### config.mk
export PLATFORM = sky130hd
export DESIGN_NAME = me_lite_burst_top
export DESIGN_NICKNAME = d
export VERILOG_FILES = /design/src/source/me_pkg.sv /design/src/source/me_lite_intake.sv /design/src/source/me_lite_to_burst.sv /design/src/source/me_burst_out_buffer.sv /design/src/source/me_lite_burst_top.sv
export SDC_FILE = /design/constraint.sdc
export NUM_CORES = 1
export LEC_CHECK = 0
export BUFFER_PORTS_ARGS = -buffer_cell sky130_fd_sc_hd__buf_2
export CAP_MARGIN = 20
export CORE_AREA = 2 2 166 168
export DETAILED_ROUTE_END_ITERATION = 10
export DIE_AREA = 0 0 168 170
export MAX_ROUTING_LAYER = met4
export SLEW_MARGIN = 20
export SYNTH_ARGS = -nofsm -noshare
export SYNTH_HDL_FRONTEND = slang
export SYNTH_SLANG_ARGS = --single-unit
### constraint.sdc
create_clock -name clk_i -period 7.2 [get_ports clk_i]
set_input_delay 0.72 -clock clk_i [delete_from_list [all_inputs] [get_ports clk_i]]
set_output_delay 0.72 -clock clk_i [all_outputs]
set_load 0.01 [all_outputs]
### src/source/me_pkg.sv
`default_nettype none

package me_pkg;

  // field widths of the memory-engine message header
  localparam int paddr_width_c    = 32;
  localparam int msg_type_width_c = 4;
  localparam int msg_size_width_c = 3;
  localparam int payload_width_c  = 8;

  // default data widths used by the top level
  // one lite message carries a full 32-byte block
  localparam int default_lite_width_c = 256;
  // burst beats are a quarter of that
  localparam int default_beat_width_c = 64;

  // physical address
  typedef logic [paddr_width_c-1:0] paddr_t;

  // message type code
  // also the bit index into the payload mask of the converter
  typedef logic [msg_type_width_c-1:0] msg_type_t;

  // log2 of message size in bytes
  // 0 is 1 byte, 7 is 128 bytes
  typedef logic [msg_size_width_c-1:0] msg_size_t;

  // opaque sideband bits, never looked at here
  typedef logic [payload_width_c-1:0] payload_t;

  // message header
  // travels untouched from the lite input to the burst header output
  typedef struct packed {
    msg_type_t msg_type;
    msg_size_t size;
    paddr_t    addr;
    payload_t  payload;
  } msg_header_s;

endpackage

`default_nettype wire

### src/source/me_lite_intake.sv
`default_nettype none

// four-phase req/ack capture for lite messages
// the message is held in a register and offered downstream as ready-and
module me_lite_intake
  #(parameter int lite_width_p = me_pkg::default_lite_width_c)
  (input  wire                     clk_i
  ,input  wire                     arst_n_i

  // four-phase side toward the outside
  ,input  wire                     req_i
  ,input  wire me_pkg::msg_header_s header_i
  ,input  wire [lite_width_p-1:0]  data_i
  ,output logic                    ack_o

  // ready-and side toward the converter
  ,output logic                    v_o
  ,output me_pkg::msg_header_s     header_o
  ,output logic [lite_width_p-1:0] data_o
  ,input  wire                     ready_i
  );

  logic full_r;
  logic ack_r;
  logic capture;
  logic release_msg;
  me_pkg::msg_header_s header_r;
  logic [lite_width_p-1:0] data_r;

  // new request, previous ack already dropped and a free register
  assign capture = req_i & ~ack_r & ~full_r;
  // downstream takes the held message
  assign release_msg = full_r & ready_i;

  // control flags
  // ack tracks the handshake only, so the outside can finish its cycle
  // while the converter is still busy with the held message
  always_ff @(posedge clk_i or negedge arst_n_i)
    begin
      if (!arst_n_i)
        begin
          full_r <= 1'b0;
          ack_r  <= 1'b0;
        end
      else
        begin
          // capture needs full_r low, so set and clear never collide
          if (capture)
            full_r <= 1'b1;
          else if (release_msg)
            full_r <= 1'b0;

          if (capture)
            ack_r <= 1'b1;
          // return to zero once req is seen low
          else if (ack_r & ~req_i)
            ack_r <= 1'b0;
        end
    end

  // message payload
  always_ff @(posedge clk_i)
    begin
      if (capture)
        begin
          header_r <= header_i;
          data_r   <= data_i;
        end
    end

  assign ack_o    = ack_r;
  assign v_o      = full_r;
  assign header_o = header_r;
  assign data_o   = data_r;

endmodule

`default_nettype wire

### src/source/me_lite_to_burst.sv
`default_nettype none

// splits one held lite message into a header beat and a data burst
// no storage for the message itself, the input must stay valid and stable
// until ready_o is seen, so the upstream link has to be ready-and
module me_lite_to_burst
  #(parameter int lite_width_p          = me_pkg::default_lite_width_c
   ,parameter int beat_width_p          = me_pkg::default_beat_width_c
   // set bit n marks message type n as carrying data
   ,parameter logic [15:0] payload_mask_p = 16'h0
   )
  (input  wire                     clk_i
  ,input  wire                     arst_n_i

  // lite input, ready-and
  ,input  wire                     v_i
  ,input  wire me_pkg::msg_header_s header_i
  ,input  wire [lite_width_p-1:0]  data_i
  ,output logic                    ready_o

  // burst header channel, ready-and
  ,output logic                    hdr_v_o
  ,output me_pkg::msg_header_s     hdr_o
  ,output logic                    hdr_has_data_o
  ,input  wire                     hdr_ready_i

  // burst data channel, ready-and
  ,output logic                    beat_v_o
  ,output logic [beat_width_p-1:0] beat_o
  ,output logic                    beat_last_o
  ,input  wire                     beat_ready_i
  );

  localparam int burst_words_lp = lite_width_p / beat_width_p;
  localparam int beat_bytes_lp  = beat_width_p / 8;
  localparam int cnt_width_lp   = (burst_words_lp > 1) ? $clog2(burst_words_lp) : 1;

  // parameter checks
  if (lite_width_p < beat_width_p)
    $fatal(1, "lite data narrower than a burst beat");
  if (lite_width_p % beat_width_p != 0)
    $fatal(1, "lite data width must be a multiple of the beat width");

  logic has_data;
  logic header_sent_r;
  logic hdr_fire;
  logic beat_fire;
  logic lite_fire;
  logic at_last;
  logic [31:0] msg_bytes;
  logic [31:0] num_beats;
  logic [cnt_width_lp-1:0] last_idx;
  logic [cnt_width_lp-1:0] beat_cnt_r;
  logic [burst_words_lp-1:0][beat_width_p-1:0] slices;

  // payload mask decides whether this type has a data burst at all
  assign has_data = payload_mask_p[header_i.msg_type];

  // burst length
  // at least one beat, never more than the lite word holds
  always_comb
    begin
      msg_bytes = 32'd1 << header_i.size;
      num_beats = msg_bytes / beat_bytes_lp;
      if (num_beats < 32'd1)
        num_beats = 32'd1;
      if (num_beats > burst_words_lp)
        num_beats = burst_words_lp;
      last_idx = cnt_width_lp'(num_beats - 32'd1);
    end

  // header side
  // header_sent_r drops hdr_v_o once the header is gone
  assign hdr_v_o        = v_i & ~header_sent_r;
  assign hdr_o          = header_i;
  assign hdr_has_data_o = has_data;
  assign hdr_fire       = hdr_v_o & hdr_ready_i;

  // data side
  // lowest slice goes first
  assign slices   = data_i;
  assign beat_o   = slices[beat_cnt_r];
  assign at_last  = (beat_cnt_r == last_idx);
  // early beats run alongside the header, but the last one waits for it
  // so the message is never released with the header still pending
  assign beat_v_o    = v_i & has_data & (~at_last | header_sent_r | hdr_fire);
  assign beat_last_o = beat_v_o & at_last;
  assign beat_fire   = beat_v_o & beat_ready_i;

  // data messages are done on the last beat, others on the header
  assign ready_o   = has_data ? (beat_fire & at_last) : hdr_fire;
  assign lite_fire = v_i & ready_o;

  always_ff @(posedge clk_i or negedge arst_n_i)
    begin
      if (!arst_n_i)
        begin
          header_sent_r <= 1'b0;
          beat_cnt_r    <= '0;
        end
      else
        begin
          // clear wins, header and message may go in the same cycle
          if (lite_fire)
            header_sent_r <= 1'b0;
          else if (hdr_fire)
            header_sent_r <= 1'b1;

          // beat index, wraps to zero at the end of the burst
          if (beat_fire)
            begin
              if (at_last)
                beat_cnt_r <= '0;
              else
                beat_cnt_r <= beat_cnt_r + 1'b1;
            end
        end
    end

endmodule

`default_nettype wire

### src/source/me_burst_out_buffer.sv
`default_nettype none

// two small queues toward the outside, one per burst channel
// headers can run ahead of the beats of an earlier message
module me_burst_out_buffer
  #(parameter int beat_width_p = me_pkg::default_beat_width_c)
  (input  wire                     clk_i
  ,input  wire                     arst_n_i

  // from the converter
  ,input  wire                     hdr_v_i
  ,input  wire me_pkg::msg_header_s hdr_i
  ,input  wire                     hdr_has_data_i
  ,output logic                    hdr_ready_o
  ,input  wire                     beat_v_i
  ,input  wire [beat_width_p-1:0]  beat_i
  ,input  wire                     beat_last_i
  ,output logic                    beat_ready_o

  // to the outside
  ,output logic                    hdr_v_o
  ,output me_pkg::msg_header_s     hdr_o
  ,output logic                    hdr_has_data_o
  ,input  wire                     hdr_ready_i
  ,output logic                    beat_v_o
  ,output logic [beat_width_p-1:0] beat_o
  ,output logic                    beat_last_o
  ,input  wire                     beat_ready_i
  );

  // channel index of each queue in the control vectors
  localparam int hdr_ch_lp  = 0;
  localparam int beat_ch_lp = 1;

  typedef struct packed {
    me_pkg::msg_header_s hdr;
    logic                has_data;
  } hdr_entry_s;

  typedef struct packed {
    logic [beat_width_p-1:0] data;
    logic                    last;
  } beat_entry_s;

  // pointers carry one wrap bit above the 1-bit slot index
  logic [1:0][1:0] wptr_r;
  logic [1:0][1:0] rptr_r;
  logic [1:0] push;
  logic [1:0] pop;
  logic [1:0] full;
  logic [1:0] empty;
  hdr_entry_s  hdr_mem_r  [2];
  beat_entry_s beat_mem_r [2];
  hdr_entry_s  hdr_head;
  beat_entry_s beat_head;

  // same control for both queues
  for (genvar i = 0; i < 2; i++)
    begin : g_ctl
      assign empty[i] = (wptr_r[i] == rptr_r[i]);
      // same slot, different lap
      assign full[i]  = (wptr_r[i][0] == rptr_r[i][0]) & (wptr_r[i][1] != rptr_r[i][1]);
    end

  assign push[hdr_ch_lp]  = hdr_v_i & ~full[hdr_ch_lp];
  assign push[beat_ch_lp] = beat_v_i & ~full[beat_ch_lp];
  assign pop[hdr_ch_lp]   = ~empty[hdr_ch_lp] & hdr_ready_i;
  assign pop[beat_ch_lp]  = ~empty[beat_ch_lp] & beat_ready_i;

  always_ff @(posedge clk_i or negedge arst_n_i)
    begin
      if (!arst_n_i)
        begin
          wptr_r <= '0;
          rptr_r <= '0;
        end
      else
        begin
          for (int i = 0; i < 2; i++)
            begin
              if (push[i])
                wptr_r[i] <= wptr_r[i] + 2'd1;
              if (pop[i])
                rptr_r[i] <= rptr_r[i] + 2'd1;
            end
        end
    end

  // queue storage
  always_ff @(posedge clk_i)
    begin
      if (push[hdr_ch_lp])
        hdr_mem_r[wptr_r[hdr_ch_lp][0]] <= '{hdr: hdr_i, has_data: hdr_has_data_i};
      if (push[beat_ch_lp])
        beat_mem_r[wptr_r[beat_ch_lp][0]] <= '{data: beat_i, last: beat_last_i};
    end

  assign hdr_head  = hdr_mem_r[rptr_r[hdr_ch_lp][0]];
  assign beat_head = beat_mem_r[rptr_r[beat_ch_lp][0]];

  // a full queue stalls the converter
  assign hdr_ready_o  = ~full[hdr_ch_lp];
  assign beat_ready_o = ~full[beat_ch_lp];

  assign hdr_v_o        = ~empty[hdr_ch_lp];
  assign hdr_o          = hdr_head.hdr;
  assign hdr_has_data_o = hdr_head.has_data;
  assign beat_v_o       = ~empty[beat_ch_lp];
  assign beat_o         = beat_head.data;
  // last only qualified by a valid beat
  assign beat_last_o    = ~empty[beat_ch_lp] & beat_head.last;

endmodule

`default_nettype wire

### src/source/me_lite_burst_top.sv
`default_nettype none

// lite in, burst out
// intake -> converter -> output buffer
module me_lite_burst_top
  #(parameter int lite_width_p            = me_pkg::default_lite_width_c
   ,parameter int beat_width_p            = me_pkg::default_beat_width_c
   ,parameter logic [15:0] payload_mask_p = 16'h0
   )
  (input  wire                     clk_i
  ,input  wire                     arst_n_i

  // four-phase lite input
  ,input  wire                     req_i
  ,input  wire me_pkg::msg_header_s header_i
  ,input  wire [lite_width_p-1:0]  data_i
  ,output logic                    ack_o

  // burst header output
  ,output logic                    hdr_v_o
  ,output me_pkg::msg_header_s     hdr_o
  ,output logic                    hdr_has_data_o
  ,input  wire                     hdr_ready_i

  // burst data output
  ,output logic                    beat_v_o
  ,output logic [beat_width_p-1:0] beat_o
  ,output logic                    beat_last_o
  ,input  wire                     beat_ready_i
  );

  // intake to converter
  logic                    lite_v;
  me_pkg::msg_header_s     lite_header;
  logic [lite_width_p-1:0] lite_data;
  logic                    lite_ready;

  // converter to buffer
  logic                    hdr_v;
  me_pkg::msg_header_s     hdr;
  logic                    hdr_has_data;
  logic                    hdr_ready;
  logic                    beat_v;
  logic [beat_width_p-1:0] beat;
  logic                    beat_last;
  logic                    beat_ready;

  me_lite_intake
    #(.lite_width_p(lite_width_p))
    intake0
    (.clk_i    (clk_i)
    ,.arst_n_i (arst_n_i)
    ,.req_i    (req_i)
    ,.header_i (header_i)
    ,.data_i   (data_i)
    ,.ack_o    (ack_o)
    ,.v_o      (lite_v)
    ,.header_o (lite_header)
    ,.data_o   (lite_data)
    ,.ready_i  (lite_ready)
    );

  me_lite_to_burst
    #(.lite_width_p   (lite_width_p)
     ,.beat_width_p   (beat_width_p)
     ,.payload_mask_p (payload_mask_p))
    conv0
    (.clk_i          (clk_i)
    ,.arst_n_i       (arst_n_i)
    ,.v_i            (lite_v)
    ,.header_i       (lite_header)
    ,.data_i         (lite_data)
    ,.ready_o        (lite_ready)
    ,.hdr_v_o        (hdr_v)
    ,.hdr_o          (hdr)
    ,.hdr_has_data_o (hdr_has_data)
    ,.hdr_ready_i    (hdr_ready)
    ,.beat_v_o       (beat_v)
    ,.beat_o         (beat)
    ,.beat_last_o    (beat_last)
    ,.beat_ready_i   (beat_ready)
    );

  me_burst_out_buffer
    #(.beat_width_p(beat_width_p))
    obuf0
    (.clk_i          (clk_i)
    ,.arst_n_i       (arst_n_i)
    ,.hdr_v_i        (hdr_v)
    ,.hdr_i          (hdr)
    ,.hdr_has_data_i (hdr_has_data)
    ,.hdr_ready_o    (hdr_ready)
    ,.beat_v_i       (beat_v)
    ,.beat_i         (beat)
    ,.beat_last_i    (beat_last)
    ,.beat_ready_o   (beat_ready)
    ,.hdr_v_o        (hdr_v_o)
    ,.hdr_o          (hdr_o)
    ,.hdr_has_data_o (hdr_has_data_o)
    ,.hdr_ready_i    (hdr_ready_i)
    ,.beat_v_o       (beat_v_o)
    ,.beat_o         (beat_o)
    ,.beat_last_o    (beat_last_o)
    ,.beat_ready_i   (beat_ready_i)
    );

endmodule

`default_nettype wire

==> flow_summary.json, run 1 <==
{
  "dp_slack_ns": 4.74,
  "synth-edff-count": 141,
  "reg2reg_to": "obuf0.hdr_mem_r[0][9]",
  "relSlewSlack": 0.520,
  "p_leak_nw": 2.58,
  "grt_pass1_wl_mm": 13.9,
  "grt_overflow_total": 0,
  "pwr-share-seq": 0.449,
  "synth-compound-area-share": 0.00807,
  "cts_resized": 0,
  "wl_met3_mm": 1.28,
  "utilization": 0.263,
  "core_region_area_mm2": 0.0267,
  "timing.hold.ws_ns": 0.156,
  "hp-class": "in -> async",
  "syn_inst": 297,
  "route.vias.total": 2596,
  "drt-vias-per-instance": 3.37,
  "worstPathMaxFanout": 50,
  "power_switching_mw": 0.892,
  "r2r_slack_ns": 4.82,
  "initial_core_util": 0.215,
  "maxCapViolations": 0,
  "die_height_um": 170,
  "multiInputGateArea_um2": 975,
  "maxSlewViolCount": 0,
  "p_comb_frac": 0.267,
  "hold_buffers": 0,
  "root_buffer": "clkbuf_16",
  "ant_nets": 0,
  "outcome": "completed",
  "post-route-drc-count": 0,
  "timing.final.crit_share": 0.379,
  "switching_share": 0.297,
  "area.growth.synth_to_final_pct": 22.1,
  "wire_per_inst_um": 12.0,
  "power.internal_mw": 2.11,
  "die_x_um": 168,
  "cp-end-kind": "primary output",
  "setup_violations": 0,
  "r2r_start": "obuf0.rptr_r[0]",
  "worst_slack_ns": 4.47,
  "fmax_ghz": 0.366,
  "final_nets": 722,
  "final-hold-violation-count": 0,
  "drt-met1-wl_mm": 4.00,
  "rows": 60,
  "first_pass_iters": 4,
  "ys_warn_count": 0,
  "cts_buffer_depth": 2,
  "grt_usage": 0.0676,
  "arrival_ns": 2.01,
  "drtIter0Drc": 94,
  "muxShareOfSynthArea": 0.0943,
  "tightest_slew_ns": 0.721,
  "cts_setup_buffers": 0,
  "fin_setup_tns_ns": 0,
  "clk_pin_slew_ns": 0.06,
  "avgSynthCellArea_um2": 19.3,
  "path_cells": "buf_4 > xor2_2 > or2_2 > buf_2",
  "finalCriticalPeriod_ns": 2.73,
  "crit_type": "reg -> out",
  "n_fill_cell": 2667,
  "yosys_most_used_dff": "edfxtp_1",
  "yosysSeqAreaShare": 0.778,
  "ir_worst_vdd_v": 0.000245,
  "p_clk_frac": 0.284,
  "reg2reg_depth": 5,
  "rsz0062_at_grt": "false",
  "cts_tree": "done",
  "antenna_found_initial": 3,
  "drive_gt1_frac": 0.444,
  "syn-cell-area_mm2": 0.00573,
  "synthSimpleGateAreaFrac": 0.00611,
  "totalWireLength_mm": 9.22,
  "wl_met2_mm": 3.82,
  "grt_max_degree": 51,
  "startpoint": "obuf0.rptr_r[0]",
  "routabilityCongestion": 0.668,
  "hpwl_mm": 5.89,
  "synth.ff_latch_count": 150,
  "insertion_delay_ns": 0.41,
  "critPathMaxStageDelay_ns": 0.56,
  "grt_pass1_vias": 2573,
  "fin_skew_ns": 0.00725,
  "routed.top_layer": "met4",
  "cp_slowest_cell": "buf_4",
  "htreeDepth": 4,
  "dieArea_mm2": 0.0286,
  "synth_xor_area_frac": 0.0135,
  "cts_buffers": 17,
  "power_mw": 3.01,
  "cp-start-kind": "flop",
  "synth-async-reset-ratio": 0.0600,
  "seq_area_mm2": 0.00446,
  "ios": 424,
  "cp.required_ns": 6.48,
  "synth_top_family_by_area": "buffers and inverters",
  "synth_cell_types": 22,
  "port_buffers": 101,
  "powerDensity_mw_per_mm2": 429,
  "cts.sinks": 150,
  "synthAdderAreaFrac": 0.00218
}
## worst max-delay path, delay by kind of cell, from the launching register on
kind | cells | cell delay (ns)
XOR/XNOR | 1 | 0.21
buffers and inverters | 2 | 0.71
flip-flops | 1 | 0.34
AND/OR/NAND/NOR | 1 | 0.32
## per-stage QoR
stage | cell area [um^2] | cells
after floorplan | 5980 | 362
after global placement | 6410 | 735
after detailed placement | 6410 | 735
after CTS | 6990 | 767
after global routing | 7000 | 770
final | 7000 | 770
## power groups by stage
stage          logic (mW)  registers [mW]  clock network [mW]
6_report            0.801            1.35               0.854
5_1_grt             0.888            1.38               0.911
4_1_cts             0.832            1.36               0.879
3_5_place_dp        0.826            1.37                   0
3_3_place_gp        0.825            1.36                   0
2_1_floorplan       0.549            1.36                   0
## cells in the mapped netlist, types with 2 or more instances
cell type	count	area, um^2
edfxtp_1	141	4230
buf_6	2	22.5
dfrtp_1	9	225
xor2_1	2	17.5
inv_1	4	15.0
buf_4	67	503
xnor2_1	5	43.8
mux2_2	48	541
buf_2	3	15.0
nor2b_1	4	25.0
## worst max path at each step
| stage | to | slack, ns |
|---|---|---|
| 4_1_cts | hdr_v_o | 4.38 |
| 2_1_floorplan | intake0.header_o[0] | 3.76 |
| 5_1_grt | hdr_v_o | 4.29 |
| 3_3_place_gp | obuf0.hdr_mem_r[0][15] | 4.77 |
| 6_report | hdr_v_o | 4.47 |
| 3_5_place_dp | obuf0.hdr_mem_r[0][11] | 4.74 |
## kinds of logic after synthesis
kind of cell / Yosys count
compound gates: 6
xor+xnor: 8
mux: 48
other cells: 1
flops: 150
fa+ha+maj: 1
simple gates: 6
buf+inv: 77
## final cells by class
| type | count | share of cell area |
|---|---|---|
| Antenna cell | 3 | 0.00107 |
| Clock buffer | 17 | 0.0608 |
| Tap cell | 341 | 0.0610 |
| Inverter | 4 | 0.00215 |
| Clock inverter | 15 | 0.0220 |
| Sequential cell | 150 | 0.637 |
| Timing Repair Buffer | 105 | 0.0765 |
| Multi-Input combinational cell | 135 | 0.139 |
## layer usage
metal | global-route usage | up-vias
li1 | - | 1205
met5 | - | -
met1 | 0.0749 | 1229
met3 | 0.0472 | 10
met2 | 0.0938 | 152
met4 | 0.0272 | 0
## flip-flops by register name (all words and copies together), names as in the netlist
signal               count
obuf0.rptr_r             4
obuf0.hdr_mem_r         94
intake0.ack_o            1
intake0.header_o        47
intake0.v_o              1
obuf0.wptr_r             2
conv0.header_sent_r      1
## cell usage in the layout (no fill, tap or decap), types with 5 or more instances in the layout
cell,n
edfxtp_1,141
buf_2,101
xnor2_1,5
clkbuf_16,17
mux2_2,48
dfrtp_1,8
conb_1,66
No activity file was read; power rests on OpenSTA's default activity.
==> run 2, diff against run 1 <==
--- a/config.mk
+++ b/config.mk
@@ -7,9 +7,9 @@
 export LEC_CHECK = 0
 export BUFFER_PORTS_ARGS = -buffer_cell sky130_fd_sc_hd__buf_2
 export CAP_MARGIN = 20
-export CORE_AREA = 2 2 166 168
+export CORE_AREA = 2 2 163 165
 export DETAILED_ROUTE_END_ITERATION = 10
-export DIE_AREA = 0 0 168 170
+export DIE_AREA = 0 0 165 167
 export MAX_ROUTING_LAYER = met4
 export SLEW_MARGIN = 20
 export SYNTH_ARGS = -nofsm -noshare
==> constraint.sdc (replaced) <==
create_clock -name clk_i -period 2.5 [get_ports clk_i]
set_input_delay 0.25 -clock clk_i [delete_from_list [all_inputs] [get_ports clk_i]]
set_output_delay 0.25 -clock clk_i [all_outputs]
set_load 0.01 [all_outputs]
==> flow_summary.json, run 2 (synthesized netlist as in run 1, its figures left out) <==
{
  "totalWireLength_mm": 9.95,
  "rows": 59,
  "switching_share": 0.291,
  "relSlewSlack": 0.541,
  "r2r_slack_ns": 0.65,
  "insertion_delay_ns": 0.42,
  "cts_buffer_depth": 2,
  "grt_pass1_wl_mm": 15.2,
  "powerDensity_mw_per_mm2": 1190,
  "root_buffer": "clkbuf_16",
  "hp-class": "in -> reg",
  "arrival_ns": 1.96,
  "cts_tree": "done",
  "initial_core_util": 0.223,
  "setup_violations": 0,
  "grt_max_degree": 50,
  "utilization": 0.290,
  "finalCriticalPeriod_ns": 2.21,
  "cts_resized": 0,
  "ios": 424,
  "antenna_found_initial": 3,
  "cp.required_ns": 2.25,
  "dp_slack_ns": 0.635,
  "final-hold-violation-count": 0,
  "area.growth.synth_to_final_pct": 30.1,
  "core_region_area_mm2": 0.0258,
  "htreeDepth": 4,
  "cts_buffers": 17,
  "ant_nets": 0,
  "power.internal_mw": 6.28,
  "wire_per_inst_um": 12.4,
  "drt-vias-per-instance": 3.46,
  "final_common_cell": "edfxtp_1",
  "drive_gt1_frac": 0.405,
  "dieArea_mm2": 0.0276,
  "p_leak_nw": 2.77,
  "mostFrequentLayoutCells": "141 x edfxtp_1, 101 x buf_2, 66 x conb_1",
  "timing.hold.ws_ns": 0.0157,
  "maxCapViolations": 0,
  "pwr-share-seq": 0.439,
  "cts_setup_buffers": 0,
  "fin_skew_ns": 0.0119,
  "power_switching_mw": 2.58,
  "post-route-drc-count": 0,
  "crit_type": "reg -> out",
  "power_mw": 8.86,
  "cp-end-kind": "primary output",
  "cts.sinks": 150,
  "worstPathMaxFanout": 49,
  "timing.final.crit_share": 0.883,
  "fin_setup_tns_ns": 0,
  "die_x_um": 165,
  "first_pass_iters": 4,
  "worst_slack_ns": 0.293,
  "p_clk_frac": 0.285,
  "final_nets": 765,
  "clk_pin_slew_ns": 0.06,
  "ir_worst_vdd_v": 0.000703,
  "port_buffers": 101,
  "grt_usage": 0.0770,
  "tightest_slew_ns": 0.688,
  "drtIter0Drc": 102,
  "grt_pass1_vias": 2824,
  "rsz0062_at_grt": "false",
  "p_comb_frac": 0.276,
  "die_height_um": 167,
  "cp-start-kind": "flop",
  "maxSlewViolCount": 0,
  "route.vias.total": 2788,
  "routabilityCongestion": 0.677,
  "grt_overflow_total": 0,
  "outcome": "completed",
  "fmax_ghz": 0.453,
  "largest_register_ffs": 94,
  "hpwl_mm": 6.32
}
-- run 2: cell types whose count changed in the layout (fill, tap and decap cells not counted) --
cell and change:
buf_12 +3, clkinv_4 -3, buf_4 -2, bufinv_16 +1
clkbuf_1 +1, clkinv_1 -2, clkinv_2 +1, dlygate4sd3_1 +42
-- run 2: timing repair --
| action | in CTS | in global routing |
|---|---|---|
| setup endpoints to repair | 0 | 0 |
| hold buffers | 42 | 0 |
| endpoints found under the hold margin | 50 | 0 |
-- run 2: stage by stage --
stage | area (um^2) | instances
2_1_floorplan | 5980 | 362
3_3_place_gp | 6450 | 730
3_5_place_dp | 6450 | 730
4_1_cts | 7450 | 802
5_1_grt | 7460 | 805
6_report | 7460 | 805
-- run 2: final timing paths --
path / to / cells past startpoint / startpoint
max: hdr_o[7] / 3 / obuf0.rptr_r[0]
min: intake0.header_o[26] / 1 / header_i[26]
max in group asynchronous: obuf0.rptr_r[0] / 2 / arst_n_i
min in group asynchronous: obuf0.rptr_r[2] / 2 / arst_n_i
min reg2reg: conv0.header_sent_r / 0 / conv0.header_sent_r
max reg2reg: obuf0.hdr_mem_r[1][32] / 3 / obuf0.wptr_r[0]
-- run 2: power by group through the flow --
stage / sequential [mW] / combinational, mW / clock (mW)
detailed placement: 3.95 / 2.46 / 0
CTS: 3.90 / 2.54 / 2.59
floorplan: 3.90 / 1.59 / 0
global route: 3.97 / 2.70 / 2.67
finish: 3.89 / 2.45 / 2.52
global placement: 3.90 / 2.46 / 0
-- run 2: layer usage --
layer	share of wire	up-vias	GRT usage
li1	-	1285	-
met1	0.39	1335	0.0808
met2	0.47	159	0.115
met3	0.13	9	0.0468
met4	0.012	0	0.0355
met5	0	-	-
-- run 2: cell type report --
type / instances / area [um^2]
diodes: 3 / 7.51
repair buffers: 148 / 1000
multi-input cells: 135 / 975
clock inverters: 12 / 155
well taps: 335 / 419
clock buffers: 18 / 429
fillers: 2559 / 18300
inverters: 4 / 15.0
flip-flops and latches: 150 / 4460
-- run 2: critical path: stages (launching register included) --
cell     delay (ns)
dfrtp_2        0.38
buf_4          0.55
mux2_2         0.42
buf_2          0.14
